$ cat config.mk
export PLATFORM = sky130hd
export DESIGN_NAME = quad_bram_ctrl
export DESIGN_NICKNAME = d
export VERILOG_FILES = /design/src/logic/quad_ctrl_pkg.sv /design/src/logic/quad_bram_ctrl.sv /design/src/logic/quad_sequencer.sv /design/src/logic/exec_scheduler.sv /design/src/logic/pfb_reader.sv /design/src/logic/job_handshake.sv
export SDC_FILE = /design/constraint.sdc
export NUM_CORES = 1
export LEC_CHECK = 0
export ABC_AREA = 1
export BUFFER_PORTS_ARGS = -buffer_cell sky130_fd_sc_hd__buf_2
export CAP_MARGIN = 30
export CORE_UTILIZATION = 50
export DETAILED_ROUTE_END_ITERATION = 16
export GPL_TIMING_DRIVEN = 0
export PLACE_DENSITY = 0.7
export SLEW_MARGIN = 20
export SYNTH_ARGS = -nofsm -noshare
export SYNTH_HDL_FRONTEND = slang
export SYNTH_SLANG_ARGS = --single-unit
$ cat constraint.sdc
create_clock -name clk -period 5.5 [get_ports clk]
set_input_delay 0.825 -clock clk [delete_from_list [all_inputs] [get_ports clk]]
set_output_delay 0.825 -clock clk [all_outputs]
set_load 0.01 [all_outputs]
$ cat src/logic/quad_ctrl_pkg.sv
`default_nettype none

package quad_ctrl_pkg;

    ////////////////////////////////////////////////////////////
    // Dimensions and latencies
    ////////////////////////////////////////////////////////////

    // Row or column index, half of a 1024 deep BRAM
    localparam int DIM_W            = 9;

    // Input rows held before the first output row
    localparam int PRIME_ROWS       = 4;

    // Sequence BRAM reads per output pixel
    localparam int SEQ_STEPS        = 5;
    localparam int SEQ_ADDR_W       = 3;
    localparam int SEQ_READ_LATENCY = 3;

    // 4 AWEs with 2 CEs each
    localparam int NUM_CE           = 8;

    ////////////////////////////////////////////////////////////
    // Types
    ////////////////////////////////////////////////////////////

    typedef enum logic [2:0] {
        IDLE,
        PRIME,
        WAIT_FETCH,
        ACTIVE,
        FIN_ROW,
        DONE
    } ctrl_state_t;

    // Last valid indices, not counts
    typedef struct packed {
        logic [DIM_W-1:0] num_cols;
        logic [DIM_W-1:0] num_rows;
    } job_cfg_t;

    typedef struct packed {
        logic request;
        logic in_progress;
    } fetch_if_t;

    typedef struct packed {
        logic             ack;
        logic             complete;
        logic [DIM_W-1:0] full_count;
    } fetch_rsp_t;

endpackage

`default_nettype wire
$ cat src/logic/quad_bram_ctrl.sv
`timescale 1ns/1ps
`default_nettype none

module quad_bram_ctrl import quad_ctrl_pkg::*; (
    input  logic                  clk,
    input  logic                  rst,
    input  logic                  job_start,
    input  job_cfg_t              job_cfg,
    output logic                  job_accept,
    input  fetch_rsp_t            fetch_rsp,
    output fetch_if_t             fetch,
    output logic                  job_complete,
    input  logic                  job_complete_ack,
    output logic                  pfb_rden,
    output logic [DIM_W-1:0]      wr_addr,
    output logic                  seq_rden,
    output logic [SEQ_ADDR_W-1:0] seq_rd_addr,
    output logic [NUM_CE-1:0]     ce_execute,
    output logic [1:0]            gray_code
);

    ////////////////////////////////////////////////////////////
    // Internal wiring
    ////////////////////////////////////////////////////////////

    job_cfg_t         cfg;
    ctrl_state_t      state;
    logic             fetch_go;
    logic             fetch_done;
    logic             done_go;
    logic             complete_acked;
    logic             drain;
    logic             run;
    logic             row_loaded;
    logic             row_done;
    logic [DIM_W-1:0] input_row;
    logic [DIM_W-1:0] output_row;

    job_handshake i_job_handshake (
        .clk              (clk),
        .rst              (rst),
        .fetch_go         (fetch_go),
        .done_go          (done_go),
        .fetch_rsp        (fetch_rsp),
        .job_complete_ack (job_complete_ack),
        .fetch            (fetch),
        .fetch_done       (fetch_done),
        .job_complete     (job_complete),
        .complete_acked   (complete_acked)
    );

    pfb_reader i_pfb_reader (
        .clk        (clk),
        .rst        (rst),
        .cfg        (cfg),
        .load       (fetch_done),
        .full_count (fetch_rsp.full_count),
        .drain      (drain),
        .pfb_rden   (pfb_rden),
        .wr_addr    (wr_addr),
        .input_row  (input_row),
        .row_loaded (row_loaded)
    );

    exec_scheduler i_exec_scheduler (
        .clk         (clk),
        .rst         (rst),
        .cfg         (cfg),
        .run         (run),
        .seq_rden    (seq_rden),
        .seq_rd_addr (seq_rd_addr),
        .ce_execute  (ce_execute),
        .row_done    (row_done),
        .output_row  (output_row)
    );

    quad_sequencer i_quad_sequencer (
        .clk            (clk),
        .rst            (rst),
        .job_start      (job_start),
        .job_cfg        (job_cfg),
        .job_accept     (job_accept),
        .cfg            (cfg),
        .input_row      (input_row),
        .row_loaded     (row_loaded),
        .fetch_done     (fetch_done),
        .row_done       (row_done),
        .output_row     (output_row),
        .complete_acked (complete_acked),
        .fetch_go       (fetch_go),
        .drain          (drain),
        .run            (run),
        .done_go        (done_go),
        .gray_code      (gray_code),
        .state          (state)
    );

endmodule

`default_nettype wire

$ cat src/logic/quad_sequencer.sv
`timescale 1ns/1ps
`default_nettype none

module quad_sequencer import quad_ctrl_pkg::*; (
    input  logic             clk,
    input  logic             rst,
    input  logic             job_start,
    input  job_cfg_t         job_cfg,
    output logic             job_accept,
    output job_cfg_t         cfg,
    input  logic [DIM_W-1:0] input_row,
    input  logic             row_loaded,
    input  logic             fetch_done,
    input  logic             row_done,
    input  logic [DIM_W-1:0] output_row,
    input  logic             complete_acked,
    output logic             fetch_go,
    output logic             drain,
    output logic             run,
    output logic             done_go,
    output logic [1:0]       gray_code,
    output ctrl_state_t      state
);

    ctrl_state_t ret_state;
    logic        row_pending;
    logic [1:0]  slot;
    logic        primed;
    logic        last_out_row;

    // A four row map wraps the row index back to 0 when primed
    assign primed       = (input_row == DIM_W'(PRIME_ROWS)) || (input_row == '0);
    assign last_out_row = (output_row == cfg.num_rows - DIM_W'(3));

    assign fetch_go  = (state == WAIT_FETCH);
    assign run       = (state == ACTIVE);
    assign done_go   = (state == DONE);
    assign drain     = row_pending;
    assign gray_code = {slot[1], slot[1] ^ slot[0]};

    always_ff @(posedge clk) begin
        if (state == IDLE && job_start) begin
            cfg <= job_cfg;
        end
    end

    ////////////////////////////////////////////////////////////
    // Job FSM
    ////////////////////////////////////////////////////////////

    always_ff @(posedge clk) begin
        if (rst) begin
            state       <= IDLE;
            ret_state   <= PRIME;
            row_pending <= 1'b0;
            slot        <= '0;
            job_accept  <= 1'b0;
        end else begin
            job_accept <= 1'b0;
            if (row_loaded) begin
                row_pending <= 1'b0;
            end
            case (state)
                IDLE: begin
                    if (job_start) begin
                        job_accept <= 1'b1;
                        state      <= PRIME;
                    end
                end
                PRIME: begin
                    // Fetch and drain rows until the window is full
                    if (row_loaded) begin
                        ret_state <= PRIME;
                        state     <= primed ? ACTIVE : WAIT_FETCH;
                    end else if (!row_pending) begin
                        ret_state <= PRIME;
                        state     <= WAIT_FETCH;
                    end
                end
                WAIT_FETCH: begin
                    if (fetch_done) begin
                        row_pending <= 1'b1;
                        state       <= ret_state;
                    end
                end
                ACTIVE: begin
                    if (row_done) begin
                        if (last_out_row) begin
                            slot  <= '0;
                            state <= DONE;
                        end else begin
                            state <= FIN_ROW;
                        end
                    end
                end
                FIN_ROW: begin
                    // Rotate slot, then refill one row before the next output row
                    if (row_loaded) begin
                        state <= ACTIVE;
                    end else if (!row_pending) begin
                        slot      <= slot + 1'b1;
                        ret_state <= FIN_ROW;
                        state     <= WAIT_FETCH;
                    end
                end
                DONE: begin
                    if (complete_acked) begin
                        state <= IDLE;
                    end
                end
                default: begin
                    state <= IDLE;
                end
            endcase
        end
    end

endmodule

`default_nettype wire

$ cat src/logic/exec_scheduler.sv
`timescale 1ns/1ps
`default_nettype none

module exec_scheduler import quad_ctrl_pkg::*; (
    input  logic                  clk,
    input  logic                  rst,
    input  job_cfg_t              cfg,
    input  logic                  run,
    output logic                  seq_rden,
    output logic [SEQ_ADDR_W-1:0] seq_rd_addr,
    output logic [NUM_CE-1:0]     ce_execute,
    output logic                  row_done,
    output logic [DIM_W-1:0]      output_row
);

    logic [SEQ_ADDR_W-1:0]       step_cnt;
    logic [DIM_W-1:0]            col_cnt;
    logic                        armed;
    logic                        issue;
    logic                        last_step;
    logic                        last_col;
    logic                        last_row;
    logic [SEQ_READ_LATENCY-2:0] rden_dly;

    assign issue     = run && armed;
    assign last_step = (step_cnt == SEQ_ADDR_W'(SEQ_STEPS - 1));
    assign last_col  = (col_cnt == cfg.num_cols);
    assign last_row  = (output_row == cfg.num_rows - DIM_W'(3));

    ////////////////////////////////////////////////////////////
    // Sequence reads
    ////////////////////////////////////////////////////////////

    // Disarmed after the last read of a row until run drops
    always_ff @(posedge clk) begin
        if (rst) begin
            seq_rden    <= 1'b0;
            seq_rd_addr <= '0;
            step_cnt    <= '0;
            col_cnt     <= '0;
            armed       <= 1'b1;
            row_done    <= 1'b0;
        end else begin
            seq_rden <= issue;
            row_done <= 1'b0;
            if (!run) begin
                armed <= 1'b1;
            end
            if (issue) begin
                seq_rd_addr <= step_cnt;
                step_cnt    <= last_step ? '0 : step_cnt + 1'b1;
                if (last_step) begin
                    col_cnt <= last_col ? '0 : col_cnt + 1'b1;
                    if (last_col) begin
                        armed    <= 1'b0;
                        row_done <= 1'b1;
                    end
                end
            end
        end
    end

    // Index of the row in progress, valid during row_done
    always_ff @(posedge clk) begin
        if (rst) begin
            output_row <= '0;
        end else if (row_done) begin
            output_row <= last_row ? '0 : output_row + 1'b1;
        end
    end

    ////////////////////////////////////////////////////////////
    // CE execute chain
    ////////////////////////////////////////////////////////////

    // Two delay stages plus ce_execute[0] cover the BRAM read latency
    always_ff @(posedge clk) begin
        if (rst) begin
            rden_dly   <= '0;
            ce_execute <= '0;
        end else begin
            rden_dly   <= {rden_dly[SEQ_READ_LATENCY-3:0], seq_rden};
            ce_execute <= {ce_execute[NUM_CE-2:0], rden_dly[SEQ_READ_LATENCY-2]};
        end
    end

endmodule

`default_nettype wire

$ cat src/logic/pfb_reader.sv
`timescale 1ns/1ps
`default_nettype none

module pfb_reader import quad_ctrl_pkg::*; (
    input  logic             clk,
    input  logic             rst,
    input  job_cfg_t         cfg,
    input  logic             load,
    input  logic [DIM_W-1:0] full_count,
    input  logic             drain,
    output logic             pfb_rden,
    output logic [DIM_W-1:0] wr_addr,
    output logic [DIM_W-1:0] input_row,
    output logic             row_loaded
);

    logic [DIM_W-1:0] pfb_count;
    logic [DIM_W-1:0] count_next;
    logic [DIM_W-1:0] input_col;
    logic             issue;
    logic             last_entry;

    ////////////////////////////////////////////////////////////
    // Occupancy
    ////////////////////////////////////////////////////////////

    always_comb begin
        if (load) begin
            count_next = full_count;
        end else if (pfb_rden) begin
            count_next = pfb_count - 1'b1;
        end else begin
            count_next = pfb_count;
        end
    end

    always_ff @(posedge clk) begin
        if (rst) begin
            pfb_count <= '0;
        end else begin
            pfb_count <= count_next;
        end
    end

    // Strobe only while entries remain after the current one
    assign issue      = drain && !load && (count_next != '0);
    assign last_entry = pfb_rden && (pfb_count == DIM_W'(1));

    ////////////////////////////////////////////////////////////
    // Read strobe, write address, row tracking
    ////////////////////////////////////////////////////////////

    always_ff @(posedge clk) begin
        if (rst) begin
            pfb_rden  <= 1'b0;
            wr_addr   <= '0;
            input_col <= '0;
        end else begin
            pfb_rden <= issue;
            if (issue) begin
                wr_addr   <= input_col;
                input_col <= (input_col == cfg.num_cols) ? '0 : input_col + 1'b1;
            end
        end
    end

    // Row index wraps after the last input row of the map
    always_ff @(posedge clk) begin
        if (rst) begin
            input_row  <= '0;
            row_loaded <= 1'b0;
        end else begin
            row_loaded <= last_entry;
            if (last_entry) begin
                input_row <= (input_row == cfg.num_rows) ? '0 : input_row + 1'b1;
            end
        end
    end

endmodule

`default_nettype wire

$ cat src/logic/job_handshake.sv
`timescale 1ns/1ps
`default_nettype none

module job_handshake import quad_ctrl_pkg::*; (
    input  logic       clk,
    input  logic       rst,
    input  logic       fetch_go,
    input  logic       done_go,
    input  fetch_rsp_t fetch_rsp,
    input  logic       job_complete_ack,
    output fetch_if_t  fetch,
    output logic       fetch_done,
    output logic       job_complete,
    output logic       complete_acked
);

    logic fetch_req;
    logic fetch_acked;
    logic fetch_busy;
    logic cmpl_acked;

    assign fetch = '{request: fetch_req, in_progress: fetch_busy};

    ////////////////////////////////////////////////////////////
    // Row fetch request
    ////////////////////////////////////////////////////////////

    // One request per WAIT_FETCH visit, dropped the cycle after ack
    always_ff @(posedge clk) begin
        if (rst) begin
            fetch_req   <= 1'b0;
            fetch_acked <= 1'b0;
        end else begin
            if (fetch_go && !fetch_busy) begin
                if (fetch_rsp.ack) begin
                    fetch_req   <= 1'b0;
                    fetch_acked <= 1'b1;
                end else if (!fetch_acked) begin
                    fetch_req <= 1'b1;
                end
            end else begin
                fetch_req <= 1'b0;
            end
            if (fetch_rsp.complete) begin
                fetch_acked <= 1'b0;
            end
        end
    end

    // Fetcher busy between ack and complete
    always_ff @(posedge clk) begin
        if (rst) begin
            fetch_busy <= 1'b0;
        end else begin
            if (fetch_rsp.ack && fetch_req) begin
                fetch_busy <= 1'b1;
            end
            if (fetch_rsp.complete) begin
                fetch_busy <= 1'b0;
            end
        end
    end

    assign fetch_done = fetch_rsp.complete && fetch_busy;

    ////////////////////////////////////////////////////////////
    // Job completion
    ////////////////////////////////////////////////////////////

    always_ff @(posedge clk) begin
        if (rst) begin
            job_complete <= 1'b0;
            cmpl_acked   <= 1'b0;
        end else if (!done_go) begin
            job_complete <= 1'b0;
            cmpl_acked   <= 1'b0;
        end else begin
            if (job_complete_ack) begin
                job_complete <= 1'b0;
                cmpl_acked   <= 1'b1;
            end else if (!cmpl_acked) begin
                job_complete <= 1'b1;
            end
        end
    end

    // Sequencer leaves DONE on the ack cycle itself
    assign complete_acked = job_complete && job_complete_ack;

endmodule

`default_nettype wire

-- Yosys cells after proc, flatten, opt, wreduce, memory -nomap -nowiden
Cells that the tools add are included.
W data, S select, Z words.
- flip-flop bits (word level): 108
- word-level logic and storage cells: 125
- add/subtract/negate cells: 8
- eq/ne operators: 20
- multiplexer cells: 36
- bitwise gates (word level): 6
- reductions and logical operators: 28
- operator list (kind ; number):
    $mux W9 ; 6
    $add A9 B1 Y9 const B ; 4
    $eq A9 B9 Y1 ; 4
    $mux W3 ; 12
    $pmux W3 S6 ; 1
    $ne A2 B2 Y1 const B ; 6
    $mux W1 ; 11
    $eq A3 B3 Y1 const B ; 3
    $eq A9 B1 Y1 const B ; 1
    $eq A9 B3 Y1 const B ; 1
    $logic_and A1 B1 Y1 ; 9
    $logic_not A9 Y1 ; 1
    $reduce_bool A9 Y1 ; 1
    $reduce_or A3 Y1 ; 3
    $sub A9 B1 Y9 const B ; 1
    $sub A9 B2 Y9 const B ; 1
    $mux W2 ; 4
    $reduce_and A4 Y1 ; 2
    $eq A3 B2 Y1 const B ; 2
    $pmux W3 S2 ; 1
    $reduce_or A2 Y1 ; 3
    $not A1 Y1 ; 5
    $reduce_and A5 Y1 ; 1
    $pmux W2 S2 ; 1
    11 further kinds ; 14

-- Depth between registers and ports, before layout
- depth after elaboration: 5
- mapped depth: 17

-- By module
A second synthesis with hierarchy kept.
- cells, all modules: 810
- area total of the unflattened synthesis: 5924.4 sq um
- modules (own cells, without submodules) (module ; instances ; cells each ; area each (sq um) ; seq. area each (sq um)):
    pfb_reader ; 1 ; 314 ; 2254.7 ; 760.7
    exec_scheduler ; 1 ; 286 ; 2018.2 ; 740.7
    quad_sequencer ; 1 ; 178 ; 1431.4 ; 720.7
    job_handshake ; 1 ; 32 ; 220.2 ; 100.1

-- Worst setup path after synthesis
Ideal clock, no wire load.
- path type: input to register
- start point: input port fetch_rsp[9] (netlist bit)
- end point: register i_pfb_reader.input_col[2]
- data arrival time: 2.112 ns
- required time: 5.431 ns
- path slack: 3.319 ns
- stages on the path: 11
- path buffers: 2
- cells stage by stage: nand2_1 > buf_4 > nand3_1 > o21ai_1 > nand3_1 > nor2_2 > nand3_4 > nand2_4 > buf_12 > nand2_2 > a21oi_2
- word-level cells in the longest chain between the ends: 4
- elaborated cells on any way between the ends: 6
- classes of those cells: mux (1); reduce/logical (5)
- ends and longest elaborated chain (element ; line ; source):
    from (decl) ; quad_bram_ctrl.sv:10 ; input fetch_rsp_t fetch_rsp,
    $logic_and A1 B1 Y1 (*) ; job_handshake.sv:64 ; assign fetch_done = fetch_rsp.complete && fetch_busy;
    $mux W9 or $logic_not A1 Y1 (tied branches) ; pfb_reader.sv:28, pfb_reader.sv:46 ;
    $reduce_bool A9 Y1 or $logic_and A1 B1 Y1 (tied branches) ; pfb_reader.sv:46 ; assign issue = drain && !load && (count_next != '0);
    $logic_and A1 B1 Y1 (*) ; pfb_reader.sv:46 ;
    to (signal assigned) ; pfb_reader.sv:62 ; input_col <= (input_col == cfg.num_cols) ? '0 : input_col + 1'b1;
    to (decl) ; pfb_reader.sv:19 ; logic [DIM_W-1:0] input_col;
Mark *: on every way between the ends. The rest lies on a longest branch, timed or not.
A chain may end at the register's enable or synchronous reset.

-- Worst setup path in the final report
- start point: input port fetch_rsp[9] (netlist bit)
- end point: register i_pfb_reader.input_col[3]
The elaborated chain is that of the path after synthesis.

==> results by group <==
Status
  • Status: completed

STA
  • Tcrit/Tclk final: 0.4021
  • Worst Tran Pin Value: 0.6519 ns
  • Setup violators final: 0
  • Highest clock rate: 452.2 MHz
  • RSZ-0062 raised after global routing: no
  • Clk_skew: 0.01624 ns
  • Fin Setup TNS: 0 ns
  • Slew Viols, Final: 0
  • Rel. slew slack: 0.5654
  • Post-layout min period: 2.211 ns
  • Final Hold Fails: 0

Clocking
  • CTS Buf Count: 9
  • Count of cells resized by post-cts repair: 0
  • Max Root-Sink Buffers: 2
  • CTS Sinks: 107
  • Clock slew at reported path FFs: 0.10 ns
  • CTS HTree Levels: 3
  • Hold-fix buffers, CTS: 0
  • Root buf cell: clkbuf_8
  • CTS tree: built
  • Clk_lat worst skew: 0.40 ns
  • Setup bufs post-CTS: 0

Floorplan
  • Top-level port count: 61
  • Core ar.: 10370 sq um
  • Die H: 105.6 um
  • Die W: 105.6 um
  • Starting Density: 0.5177
  • Num rows: 37
  • Die area: 11160 sq um

Synthesis
  • Area leader, netlist: dfxtp_1
  • Post-synth top area share: 0.3319
  • Post-synthesis register bit count: 107
  • Mapped Area: 5369 sq um
  • Leading post-synthesis cells by cell area: dfxtp_1 (33%), edfxtp_1 (10%), nand2_1 (9.8%)
  • Synth Warn #: 0
  • Cell variety after synth: 40
  • Syn nets: 768
  • EDFF count, synth: 18
  • Primary FF master, synth: dfxtp_1
  • Asr flop ratio synth: 0
  • Syn Inst Count: 725
  • Post-synthesis sequential area ratio: 0.4325
  • Syn Area/Cell: 7.405 sq um

Detailed routing
  • Drt pass-1 iters: 4
  • DR iter-0 viols: 216
  • DR vias: 4627
  • Final wirelength: 11360 um
  • Post-route ant nets: 0
  • DR DRC count: 0
  • DR WL/cell: 12.11 um
  • Drt via density: 4.933

Worst hold path
  • Hold Path End: i_exec_scheduler.ce_execute[0]
  • Worst hold path type: reg2reg
  • Hold path depth: 2
  • Hold Startpoint: i_exec_scheduler.rden_dly[1]

GRT
  • First-pass GRT wire length: 19280 um
  • Largest net degree at the start of global routing: 19
  • GRT Util Overall: 0.2160
  • Initial antenna violation count: 0
  • Total grt overflow: 0
  • Number of global-route vias before repair: 4352

Setup path
  • Startpoint Class: input port
  • Worst r2r src: i_quad_sequencer.cfg[0]
  • FF-to-FF setup slack: 3.32 ns
  • Setup CP Type: in2reg
  • Worst r2r path cells: 13
  • Maximum fanout along the worst path: 10
  • Reg-to-reg endpoint: i_exec_scheduler.output_row[4]
  • CP required: 5.83 ns
  • Worst Path Arrival: 2.54 ns
  • CP endpoint kind: flop

Place
  • GPL Wtd Cong: 0.8856
  • Dpl hpwl: 8680 um
  • Placed cell area: 5853 sq um
  • I/O Buffers: 60

Finish
  • N_diodes: 0
  • Most frequent cells in the layout: nand2_1 (140), nor2_1 (117), inv_1 (103)
  • Most common cell after layout, fill and taps aside: nand2_1
  • Final net count: 840
  • Design Area, Final: 6057 sq um
  • Area Growth Syn to Fin: 12.82%
  • Layout cell share with drive strength beyond 1: 0.1546
  • Final core utilization: 0.5841

Power and ir drop
  • Worst vdd ir: 0.2028 mV
  • Pleak: 2.707 nW
  • Pwr/cell area: 278.6 nW/um^2
  • Final Power: 1.688 mW

Job
  • Max-Cap Viols: 0
sequential cells by signal, indices dropped and copies added, names as in the netlist, 3 cells and up:
| signal | flops |
|---|---|
| i_exec_scheduler.ce_execute | 8 |
| i_exec_scheduler.col_cnt | 9 |
| i_exec_scheduler.output_row | 9 |
| i_exec_scheduler.seq_rd_addr | 3 |
| i_exec_scheduler.step_cnt | 3 |
| i_pfb_reader.input_col | 9 |
| i_pfb_reader.input_row | 9 |
| i_pfb_reader.pfb_count | 9 |
| i_pfb_reader.wr_addr | 9 |
| i_quad_sequencer.cfg | 18 |
| i_quad_sequencer.state | 3 |
per-layer routing:
metal  GRT usage  share of wire  vias to the layer above
met2      0.3670           0.48                       83
met1      0.2658           0.46                     2090
met3     0.06122          0.043                       15
met4     0.06448          0.015                        0
li1            -              -                     2439
met5           0              0                        -
per-stage QoR:
step           hold slack [ns]  setup WS [ns]  std cells
2_1_floorplan           0.3883          3.319        725
3_3_place_gp            0.3986          2.907        921
3_5_place_dp            0.4043          2.881        922
4_1_cts                 0.4215          3.302        938
5_1_grt                 0.4450          3.093        938
6_report                0.4158          3.289        938
critical path, stage by stage:
cell      delay [ns]
buf_2           0.11
nand2_1         0.22
inv_1           0.14
nor2_1          0.48
clkbuf_1        0.43
nand3_1         0.17
a21oi_2         0.15
layout make-up:
class / instances / area (sq um)
Clock inverter: 4 / 37.54
Buffer: 14 / 88.84
Sequential cell: 107 / 2322
Clock buffer: 12 / 166.4
Multi-Input combinational cell: 498 / 2562
Timing Repair Buffer: 61 / 311.5
Fill cell: 971 / 4313
Inverter: 106 / 397.9
Tap cell: 136 / 170.2
cells in the mapped netlist, types with 2 or more instances:
| master | number |
|---|---|
| nor3b_1 | 6 |
| a21oi_2 | 7 |
| a21oi_1 | 30 |
| o21ai_2 | 2 |
| o21ai_1 | 3 |
| edfxtp_1 | 18 |
| or2_2 | 10 |
| ha_1 | 10 |
| dfxtp_1 | 89 |
| nor2_2 | 4 |
| nand2_4 | 2 |
| xor2_1 | 27 |
| o211ai_1 | 2 |
| nand2_1 | 140 |
| o21ai_0 | 17 |
| inv_1 | 103 |
| nand4_1 | 5 |
| buf_4 | 5 |
| nand2_2 | 10 |
| clkbuf_1 | 4 |
| and3_1 | 2 |
| nor4_1 | 9 |
| nand3_1 | 51 |
| buf_1 | 3 |
| xnor2_1 | 7 |
| inv_2 | 2 |
| nor3_1 | 22 |
| a211oi_1 | 5 |
| nor2_1 | 118 |
| nand3b_1 | 2 |
worst max path at each step:
stage / to / cells past startpoint / start
CTS: i_pfb_reader.input_col[3] / 7 / fetch_rsp[9]
global placement: i_pfb_reader.input_col[3] / 7 / fetch_rsp[9]
finish: i_pfb_reader.input_col[3] / 7 / fetch_rsp[9]
detailed placement: i_pfb_reader.input_col[3] / 7 / fetch_rsp[9]
global route: i_exec_scheduler.output_row[4] / 13 / i_quad_sequencer.cfg[0]
floorplan: i_pfb_reader.input_col[2] / 11 / fetch_rsp[9]
where the power goes:
group	internal [mW]	total, mW	switching, mW	leakage [nW]
logic	0.108	0.288	0.180	1.71
registers	0.857	0.910	0.0522	0.888
clock network	0.211	0.490	0.279	0.104
total	1.18	1.69	0.511	2.71
logic make-up after synthesis:
kind of cell / count (synthesis) / share of synthesized area
xor+xnor: 35 / 0.05966
flops: 107 / 0.4325
buf+inv: 120 / 0.09065
simple gates: 385 / 0.3200
compound gates: 68 / 0.07388
fa+ha+maj: 10 / 0.02330
(Power assumes the default switching activity.)
